## src/source/cache_params.svh

```systemverilog
`ifndef CACHE_PARAMS_SVH
`define CACHE_PARAMS_SVH

// Bank geometry
`define CACHE_WAYS       4
`define CACHE_SETS       4
`define CACHE_LINE_BYTES 16

// Tag covers address bits 14:7
`define CACHE_TAG_BITS   8

`endif

```

## src/source/cache_bank_pkg.sv

```systemverilog
`default_nettype none

`include "cache_params.svh"

package cache_bank_pkg;

  localparam int INDEX_BITS  = $clog2(`CACHE_SETS);
  localparam int OFFSET_BITS = $clog2(`CACHE_LINE_BYTES);

  typedef enum logic {
    OP_READ  = 1'b0,
    OP_WRITE = 1'b1
  } cache_op_e;

  // Bit 4 sits between index and offset and is not decoded
  typedef struct packed {
    logic [`CACHE_TAG_BITS-1:0] tag;
    logic [INDEX_BITS-1:0]      index;
    logic                       spare;
    logic [OFFSET_BITS-1:0]     offset;
  } cache_addr_t;

  typedef logic [`CACHE_LINE_BYTES*8-1:0] cache_line_t;
  typedef logic [INDEX_BITS-1:0] index_t;
  typedef logic [$clog2(`CACHE_WAYS)-1:0] way_t;

endpackage

`default_nettype wire

```

## src/source/cache_if.sv

```systemverilog
`default_nettype none
`timescale 1ns/1ps

// Decode stage to lookup stage
interface dec_lookup_if;
  import cache_bank_pkg::*;

  logic        valid;
  cache_op_e   op;
  cache_addr_t addr;
  cache_line_t wdata;
  cache_line_t wmask;
  // Lookup keeps decode frozen during a miss
  logic        hold;

  modport source (output valid, op, addr, wdata, wmask, input hold);
  modport sink   (input valid, op, addr, wdata, wmask, output hold);
endinterface

// Lookup stage to data stage
interface lookup_data_if;
  import cache_bank_pkg::*;

  // Hit access
  logic        valid;
  cache_op_e   op;
  cache_addr_t addr;
  index_t      index;
  way_t        way;
  cache_line_t wdata;
  cache_line_t wmask;
  // Line install and victim readout share index
  logic        fill_valid;
  cache_line_t fill_line;
  way_t        fill_way;
  logic        victim_read;
  cache_line_t victim_line;

  modport source (
    output valid, op, addr, index, way, wdata, wmask,
    output fill_valid, fill_line, fill_way, victim_read,
    input  victim_line
  );
  modport sink (
    input  valid, op, addr, index, way, wdata, wmask,
    input  fill_valid, fill_line, fill_way, victim_read,
    output victim_line
  );
endinterface

`default_nettype wire

```

## src/source/cache_decode.sv

```systemverilog
`default_nettype none
`timescale 1ns/1ps

module cache_decode (
  input  logic                     clk,
  input  logic                     rst,
  input  logic                     valid_in,
  input  cache_bank_pkg::cache_op_e   op,
  input  cache_bank_pkg::cache_addr_t p_address,
  input  cache_bank_pkg::cache_line_t data,
  input  cache_bank_pkg::cache_line_t mask,
  output logic                     stall,
  output logic                     accept,
  dec_lookup_if.source             dec
);
  import cache_bank_pkg::*;

  logic        valid_q;
  cache_op_e   op_q;
  cache_addr_t addr_q;
  cache_line_t data_q;
  cache_line_t mask_q;

  assign stall  = dec.hold;
  assign accept = valid_in && !dec.hold;

  always_ff @(posedge clk) begin
    if (rst) begin
      valid_q <= 1'b0;
    end else if (!dec.hold) begin
      valid_q <= accept;
    end
  end

  // Payload only moves when a new request is taken
  always_ff @(posedge clk) begin
    if (accept) begin
      op_q   <= op;
      addr_q <= p_address;
      data_q <= data;
      mask_q <= mask;
    end
  end

  assign dec.valid = valid_q;
  assign dec.op    = op_q;
  assign dec.addr  = addr_q;
  assign dec.wdata = data_q;
  assign dec.wmask = mask_q;

  // Lookup only freezes a stage that holds a request
  hold_has_request: assert property (@(posedge clk) disable iff (rst)
    dec.hold |-> valid_q);

endmodule

`default_nettype wire

```

## src/source/cache_lookup.sv

```systemverilog
`default_nettype none
`timescale 1ns/1ps

`include "cache_params.svh"

module cache_lookup (
  input  logic                        clk,
  input  logic                        rst,
  dec_lookup_if.sink                  dec,
  lookup_data_if.source               dat,
  output logic                        fill_req,
  output cache_bank_pkg::cache_addr_t fill_address,
  input  logic                        fill_valid,
  input  cache_bank_pkg::cache_line_t fill_data,
  output logic                        wb_valid,
  output cache_bank_pkg::cache_addr_t wb_address
);
  import cache_bank_pkg::*;

  typedef enum logic [2:0] {S_IDLE, S_WB, S_REQ, S_WAIT, S_REPLAY} state_e;

  logic [`CACHE_TAG_BITS-1:0] tag_q [`CACHE_SETS][`CACHE_WAYS];
  logic [`CACHE_WAYS-1:0]     valid_q [`CACHE_SETS];
  logic [`CACHE_WAYS-1:0]     dirty_q [`CACHE_SETS];
  // Age 0 is most recent, all ones is the victim
  way_t                       age_q [`CACHE_SETS][`CACHE_WAYS];

  state_e                 state_q;
  logic                   hit_q;
  cache_op_e              op_q;
  cache_addr_t            addr_q;
  cache_line_t            wdata_q;
  cache_line_t            wmask_q;
  way_t                   way_q;
  way_t                   victim_q;
  index_t                 set_idx;
  logic [`CACHE_WAYS-1:0] hit_vec;
  way_t                   hit_way;
  way_t                   victim_way;
  logic                   active;
  logic                   lookup_hit;
  logic                   lookup_miss;
  logic                   fill_we;

  assign set_idx = dec.addr.index;

  always_comb begin
    hit_way    = '0;
    victim_way = '0;
    for (int w = 0; w < `CACHE_WAYS; w++) begin
      hit_vec[w] = valid_q[set_idx][w] && (tag_q[set_idx][w] == dec.addr.tag);
      if (hit_vec[w]) hit_way = way_t'(w);
      if (age_q[set_idx][w] == '1) victim_way = way_t'(w);
    end
  end

  // Replay reuses the normal compare path
  assign active      = (state_q == S_IDLE) || (state_q == S_REPLAY);
  assign lookup_hit  = active && dec.valid && (|hit_vec);
  assign lookup_miss = active && dec.valid && !(|hit_vec);
  assign fill_we     = (state_q == S_WAIT) && fill_valid;
  assign dec.hold    = lookup_miss || (state_q == S_WB) || (state_q == S_REQ) ||
                       (state_q == S_WAIT);

  always_ff @(posedge clk) begin
    if (rst) begin
      state_q <= S_IDLE;
      hit_q   <= 1'b0;
      for (int s = 0; s < `CACHE_SETS; s++) begin
        valid_q[s] <= '0;
        dirty_q[s] <= '0;
        for (int w = 0; w < `CACHE_WAYS; w++) age_q[s][w] <= way_t'(w);
      end
    end else begin
      hit_q <= lookup_hit;
      case (state_q)
        S_IDLE, S_REPLAY: begin
          if (lookup_miss)
            state_q <= (valid_q[set_idx][victim_way] && dirty_q[set_idx][victim_way]) ?
                       S_WB : S_REQ;
          else
            state_q <= S_IDLE;
        end
        S_WB:    state_q <= S_REQ;
        S_REQ:   state_q <= S_WAIT;
        S_WAIT:  if (fill_valid) state_q <= S_REPLAY;
        default: state_q <= S_IDLE;
      endcase
      if (lookup_hit) begin
        for (int w = 0; w < `CACHE_WAYS; w++) begin
          if (way_t'(w) == hit_way)
            age_q[set_idx][w] <= '0;
          else if (age_q[set_idx][w] < age_q[set_idx][hit_way])
            age_q[set_idx][w] <= age_q[set_idx][w] + 1'b1;
        end
        if (dec.op == OP_WRITE) dirty_q[set_idx][hit_way] <= 1'b1;
      end
      if (fill_we) begin
        valid_q[addr_q.index][victim_q] <= 1'b1;
        dirty_q[addr_q.index][victim_q] <= 1'b0;
      end
    end
  end

  // Request payload, captured every compare cycle
  always_ff @(posedge clk) begin
    if (active) begin
      op_q    <= dec.op;
      addr_q  <= dec.addr;
      wdata_q <= dec.wdata;
      wmask_q <= dec.wmask;
      way_q   <= hit_way;
    end
    if (lookup_miss) victim_q <= victim_way;
    if (fill_we) tag_q[addr_q.index][victim_q] <= addr_q.tag;
  end

  assign fill_req     = (state_q == S_REQ);
  assign fill_address = '{tag: addr_q.tag, index: addr_q.index, spare: 1'b0, offset: '0};
  assign wb_valid     = (state_q == S_WB);
  assign wb_address   = '{tag: tag_q[addr_q.index][victim_q], index: addr_q.index,
                          spare: 1'b0, offset: '0};

  assign dat.valid       = hit_q;
  assign dat.op          = op_q;
  assign dat.addr        = addr_q;
  assign dat.index       = addr_q.index;
  assign dat.way         = way_q;
  assign dat.wdata       = wdata_q;
  assign dat.wmask       = wmask_q;
  assign dat.fill_valid  = fill_we;
  assign dat.fill_line   = fill_data;
  assign dat.fill_way    = victim_q;
  assign dat.victim_read = (state_q == S_WB);

  single_way_hit: assert property (@(posedge clk) disable iff (rst)
    dec.valid |-> $onehot0(hit_vec));
  fill_only_when_waiting: assert property (@(posedge clk) disable iff (rst)
    fill_valid |-> state_q == S_WAIT);
  // Installed line must satisfy the held request
  replay_hits: assert property (@(posedge clk) disable iff (rst)
    state_q == S_REPLAY |-> lookup_hit);

endmodule

`default_nettype wire

```

## src/source/cache_data.sv

```systemverilog
`default_nettype none
`timescale 1ns/1ps

`include "cache_params.svh"

module cache_data (
  input  logic                        clk,
  input  logic                        rst,
  lookup_data_if.sink                 dat,
  output logic                        ex_valid,
  output cache_bank_pkg::cache_line_t ex_data,
  output cache_bank_pkg::cache_addr_t ex_address,
  output cache_bank_pkg::cache_line_t wb_data
);
  import cache_bank_pkg::*;

  cache_line_t mem_q [`CACHE_SETS][`CACHE_WAYS];
  cache_line_t rd_line;
  cache_line_t merged;

  // Byte merge of write data over the stored line
  always_comb begin
    rd_line = mem_q[dat.index][dat.way];
    for (int b = 0; b < `CACHE_LINE_BYTES; b++) begin
      merged[b*8 +: 8] = (dat.wdata[b*8 +: 8] & dat.wmask[b*8 +: 8]) |
                         (rd_line[b*8 +: 8] & ~dat.wmask[b*8 +: 8]);
    end
  end

  // Result goes out in the same cycle as the array read
  assign ex_valid   = dat.valid;
  assign ex_data    = (dat.op == OP_WRITE) ? merged : rd_line;
  assign ex_address = dat.addr;

  // Victim way is the same way the fill will replace
  assign dat.victim_line = dat.victim_read ? mem_q[dat.index][dat.fill_way] : '0;
  assign wb_data         = dat.victim_line;

  always_ff @(posedge clk) begin
    if (dat.fill_valid) begin
      mem_q[dat.index][dat.fill_way] <= dat.fill_line;
    end else if (dat.valid && (dat.op == OP_WRITE)) begin
      mem_q[dat.index][dat.way] <= merged;
    end
  end

  // Fills only arrive once the pipe has drained behind the miss
  no_fill_during_hit: assert property (@(posedge clk) disable iff (rst)
    dat.fill_valid |-> !dat.valid);

  // Writeback read never overlaps a line install
  no_victim_during_fill: assert property (@(posedge clk) disable iff (rst)
    dat.victim_read |-> !dat.fill_valid ##1 !dat.fill_valid);

endmodule

`default_nettype wire

```

## src/source/cache_bank.sv

```systemverilog
`default_nettype none
`timescale 1ns/1ps

module cache_bank (
  input  logic                                         clk,
  input  logic                                         rst,
  // Requester side
  input  logic                                         valid_in,
  input  cache_bank_pkg::cache_op_e                    op,
  input  logic [$bits(cache_bank_pkg::cache_addr_t)-1:0] p_address,
  input  cache_bank_pkg::cache_line_t                  data,
  input  cache_bank_pkg::cache_line_t                  mask,
  output logic                                         accept,
  output logic                                         stall,
  // Miss side
  output logic                                         fill_req,
  output logic [$bits(cache_bank_pkg::cache_addr_t)-1:0] fill_address,
  input  logic                                         fill_valid,
  input  cache_bank_pkg::cache_line_t                  fill_data,
  output logic                                         wb_valid,
  output logic [$bits(cache_bank_pkg::cache_addr_t)-1:0] wb_address,
  output cache_bank_pkg::cache_line_t                  wb_data,
  // Result side
  output logic                                         ex_valid,
  output cache_bank_pkg::cache_line_t                  ex_data,
  output logic [$bits(cache_bank_pkg::cache_addr_t)-1:0] ex_address
);

  dec_lookup_if  dl_if ();
  lookup_data_if ld_if ();

  cache_decode u_decode (
    .clk       (clk),
    .rst       (rst),
    .valid_in  (valid_in),
    .op        (op),
    .p_address (p_address),
    .data      (data),
    .mask      (mask),
    .stall     (stall),
    .accept    (accept),
    .dec       (dl_if.source)
  );

  cache_lookup u_lookup (
    .clk          (clk),
    .rst          (rst),
    .dec          (dl_if.sink),
    .dat          (ld_if.source),
    .fill_req     (fill_req),
    .fill_address (fill_address),
    .fill_valid   (fill_valid),
    .fill_data    (fill_data),
    .wb_valid     (wb_valid),
    .wb_address   (wb_address)
  );

  cache_data u_data (
    .clk        (clk),
    .rst        (rst),
    .dat        (ld_if.sink),
    .ex_valid   (ex_valid),
    .ex_data    (ex_data),
    .ex_address (ex_address),
    .wb_data    (wb_data)
  );

endmodule

`default_nettype wire

```

## config.mk

```make
export PLATFORM = sky130hd
export DESIGN_NAME = cache_bank
export DESIGN_NICKNAME = d
export VERILOG_FILES = /design/src/source/cache_bank_pkg.sv /design/src/source/cache_if.sv /design/src/source/cache_decode.sv /design/src/source/cache_lookup.sv /design/src/source/cache_data.sv /design/src/source/cache_bank.sv
export VERILOG_INCLUDE_DIRS = /design/src /design/src/source
export SDC_FILE = /design/constraint.sdc
export NUM_CORES = 2
export LEC_CHECK = 0
export BUFFER_PORTS_ARGS = -buffer_cell sky130_fd_sc_hd__buf_2
export CAP_MARGIN = 20
export CORE_ASPECT_RATIO = 1.2
export CORE_MARGIN = 2
export CORE_UTILIZATION = 50
export DETAILED_ROUTE_END_ITERATION = 6
export HOLD_SLACK_MARGIN = 0.08
export PLACE_DENSITY = 0.7
export SYNTH_ARGS = -nofsm -noshare
export SYNTH_HDL_FRONTEND = slang
export SYNTH_SLANG_ARGS = --single-unit
```

## constraint.sdc

```tcl
create_clock -name clk -period 20.2 [get_ports clk]
set_input_delay 2.02 -clock clk [delete_from_list [all_inputs] [get_ports clk]]
set_output_delay 2.02 -clock clk [all_outputs]
set_load 0.01 [all_outputs]
```

==> results.yml <==
route:
  drc: 0
  num_vias: 62800
  firstDrtPassIters: 6
  post_drt_wl_per_cell_um: 31.0
  drt_wl_total_mm: 309
  drtIter0Drc: 7999
  via_per_inst: 6.31
  ant_nets: 0
sta:
  finalSetupViolCount: 0
  period_minus_slack_ns: 8.97
  worst_slack_ns: 11.23
  clock_skew_ns: 0.0501
  max_slew_margin: 0.0929
  finalCritPeriodShare: 0.444
  max_freq_mhz: 111
  tightest_slew_ns: 1.36
  finalSetupTns_ns: 0
  rsz0062_at_grt: "false"
  finalHoldViolCount: 0
  maxSlewViolCount: 0
floorplan:
  fp.dieW_um: 441
  fp.dieArea_um2: 233000
  num_rows: 192
  die_h_um: 529
  core-area_um2: 228000
  initial_core_util: 0.503
  io-pin-count: 710
clocking:
  clk_pin_slew_ns: 0.06
  htreeDepth: 5
  post_cts_resized: 0
  cts_buffer_depth: 4
  clk-insertion-delay-late_ns: 0.87
  cts-root-buf: "clkbuf_16"
  holdBufCountCts: 0
  post-cts-setup-buffers: 0
  numClockSinks: 2797
  cts_buffers: 285
  cts_tree: "done"
setup_path:
  required_ns: 18.18
  r2r-end: "u_decode.dec.wmask[41]"
  crit_fanout: 45
  worstPathArrival_ns: 6.95
  worstSetupEndpointType: "output port"
  start_kind: "register"
  rr_worst_depth: 11
  reg2reg_slack_ns: 13.63
  setup.worst_path.class: "register to output port"
grt:
  grt_pass1_vias: 63648
  antenna_found_initial: 63
  grt_util_all_layers: 0.262
  overflow: 0
  grt_start_max_net_pins: 146
  grt_pass1_wl_mm: 439
synthesis:
  synthDistinctLibCells: 64
  ys_async_sr_fraction: 0
  syn_avg_cell_area_um2: 19.2
  yosysTopAreaCell: "edfxtp_1"
  ys_ff_latch: 2797
  syn_area_um2: 115000
  ys_seq_area_frac: 0.731
  ys_warn_count: 0
  ys.flop_type: "edfxtp_1"
  synth-edff-count: 2788
  synth_cells: 5983
  yosys.area.top_type_share: 0.729
  synth.area.top_cells: "edfxtp_1, mux4_2, o21ai_0"
place:
  place_ws_ns: 11.92
  globalplace.congestion: 0.834
  dp_hpwl_mm: 177
  io_buffers: 699
layout:
  drive_gt1_frac: 0.303
  layout_common_cells: "edfxtp_1, mux4_2, buf_2"
  area_growth_pct: 13.9
  final_common_cell: "edfxtp_1"
  layout.nets: 7097
job:
  drv_cap: 0
hold_path:
  hold_end: "u_lookup.dat.wdata[117]"
  hold_depth: 0
  holdCritStartpoint: "u_decode.dec.wdata[117]"
  hold_path.class: "register to register"
power:
  leakage_uw: 0.0441
  vdd_ir_drop_max_v: 0.000120
  p_per_area_nw_per_um2: 125
status:
  status: "completed"
## where the power goes
| group | total [uW] | internal (uW) | switching [uW] |
|---|---|---|---|
| logic | 4200 | 1800 | 2390 |
| registers | 7070 | 6850 | 219 |
| clock network | 5090 | 2900 | 2190 |
| total | 16400 | 11600 | 4800 |
## routing by layer
| layer | global-route usage | wire [um] | vias up |
|---|---|---|---|
| met4 | 0.0932 | 11600 | 30 |
| met2 | 0.437 | 154000 | 3603 |
| met5 | 0 | 182 | - |
| met3 | 0.0477 | 29800 | 622 |
| met1 | 0.348 | 113000 | 32784 |
| li1 | - | - | 25761 |
## cell families after synthesis
logic type / share of synthesized area
flip-flops: 0.731
XOR/XNOR: 0.00297
buffers and inverters: 0.0147
AND/OR/NAND/NOR: 0.0373
other: 0.0000327
adder cells (fa/ha/maj): 0.000327
AO/OA/AOI/OAI: 0.0343
multiplexers: 0.179
## synthesized netlist by cell type (all sizes together) (7+ instances only)
library cell / instances
or3: 9
mux2i: 149
inv: 12
nor3: 20
and2: 134
buf: 100
nand2b: 14
nor2: 227
dfxtp: 9
clkbuf: 300
nand3: 20
mux4: 846
o21ai: 563
edfxtp: 2788
xor2: 9
or2: 7
a21oi: 139
nand2: 538
xnor2: 29
## worst max-delay path by stage
stage | start | end | slack, ns | depth (start not counted)
CTS | register | ex_data[92] | 10.94 | 9
finish | register | ex_data[92] | 11.23 | 9
detailed placement | register | ex_data[90] | 11.92 | 9
floorplan | u_lookup.state_q[0] | accept | 3.99 | 3
global placement | register | ex_data[90] | 11.94 | 9
global route | register | ex_data[90] | 10.56 | 9
## stage by stage
| step | cell area, um2 | std cells | hold slack (ns) | utilization | power, uW |
|---|---|---|---|---|---|
| 3_3_place_gp | 122000 | 9406 | 0.400 | 0.533 | 11300 |
| 3_5_place_dp | 122000 | 9407 | 0.405 | 0.533 | 11400 |
| 5_1_grt | 131000 | 9929 | 0.404 | 0.573 | 16900 |
| 2_1_floorplan | 115000 | 5992 | 0.400 | - | 9990 |
| 6_report | 131000 | 9951 | 0.399 | 0.573 | 16400 |
| 4_1_cts | 131000 | 9911 | 0.402 | 0.572 | 16400 |
## final cells by class
class / count / area (um2)
antenna: 37 / 92.6
clock buffer: 349 / 7510
clock inverter: 155 / 1400
fill: 16785 / 97500
inverter: 12 / 52.6
multi-input combinational: 2783 / 29400
sequential: 2797 / 83900
tap: 3007 / 3760
timing repair buffer: 811 / 4610
## critical path, stage by stage (launching register included)
cell and delay [ns]:
dfxtp_4 0.89, buf_4 0.74, buf_4 0.83, buf_4 0.83, buf_4 0.72, mux4_2 0.61, mux4_2 0.52, mux2i_1 0.34
a21oi_1 0.23, buf_2 0.23
## sequential cells by signal (all words and copies together) (netlist names), named ones only
signal                 count
u_lookup.state_q           3
u_lookup.dirty_q          16
u_lookup.dat.index         2
u_lookup.dat.wmask       128
u_lookup.dat.valid         1
u_decode.dec.wdata       128
u_lookup.valid_q          16
u_lookup.tag_q           128
u_lookup.dat.wdata       128
u_lookup.dat.way           2
u_lookup.age_q            32
u_decode.dec.op            1
u_lookup.dat.op            1
u_data.mem_q            2048
u_decode.dec.wmask       128
u_decode.dec.addr         15
u_lookup.dat.fill_way      2
u_decode.dec.valid         1
u_lookup.dat.addr         13
No activity file was read; power rests on OpenSTA's default activity.
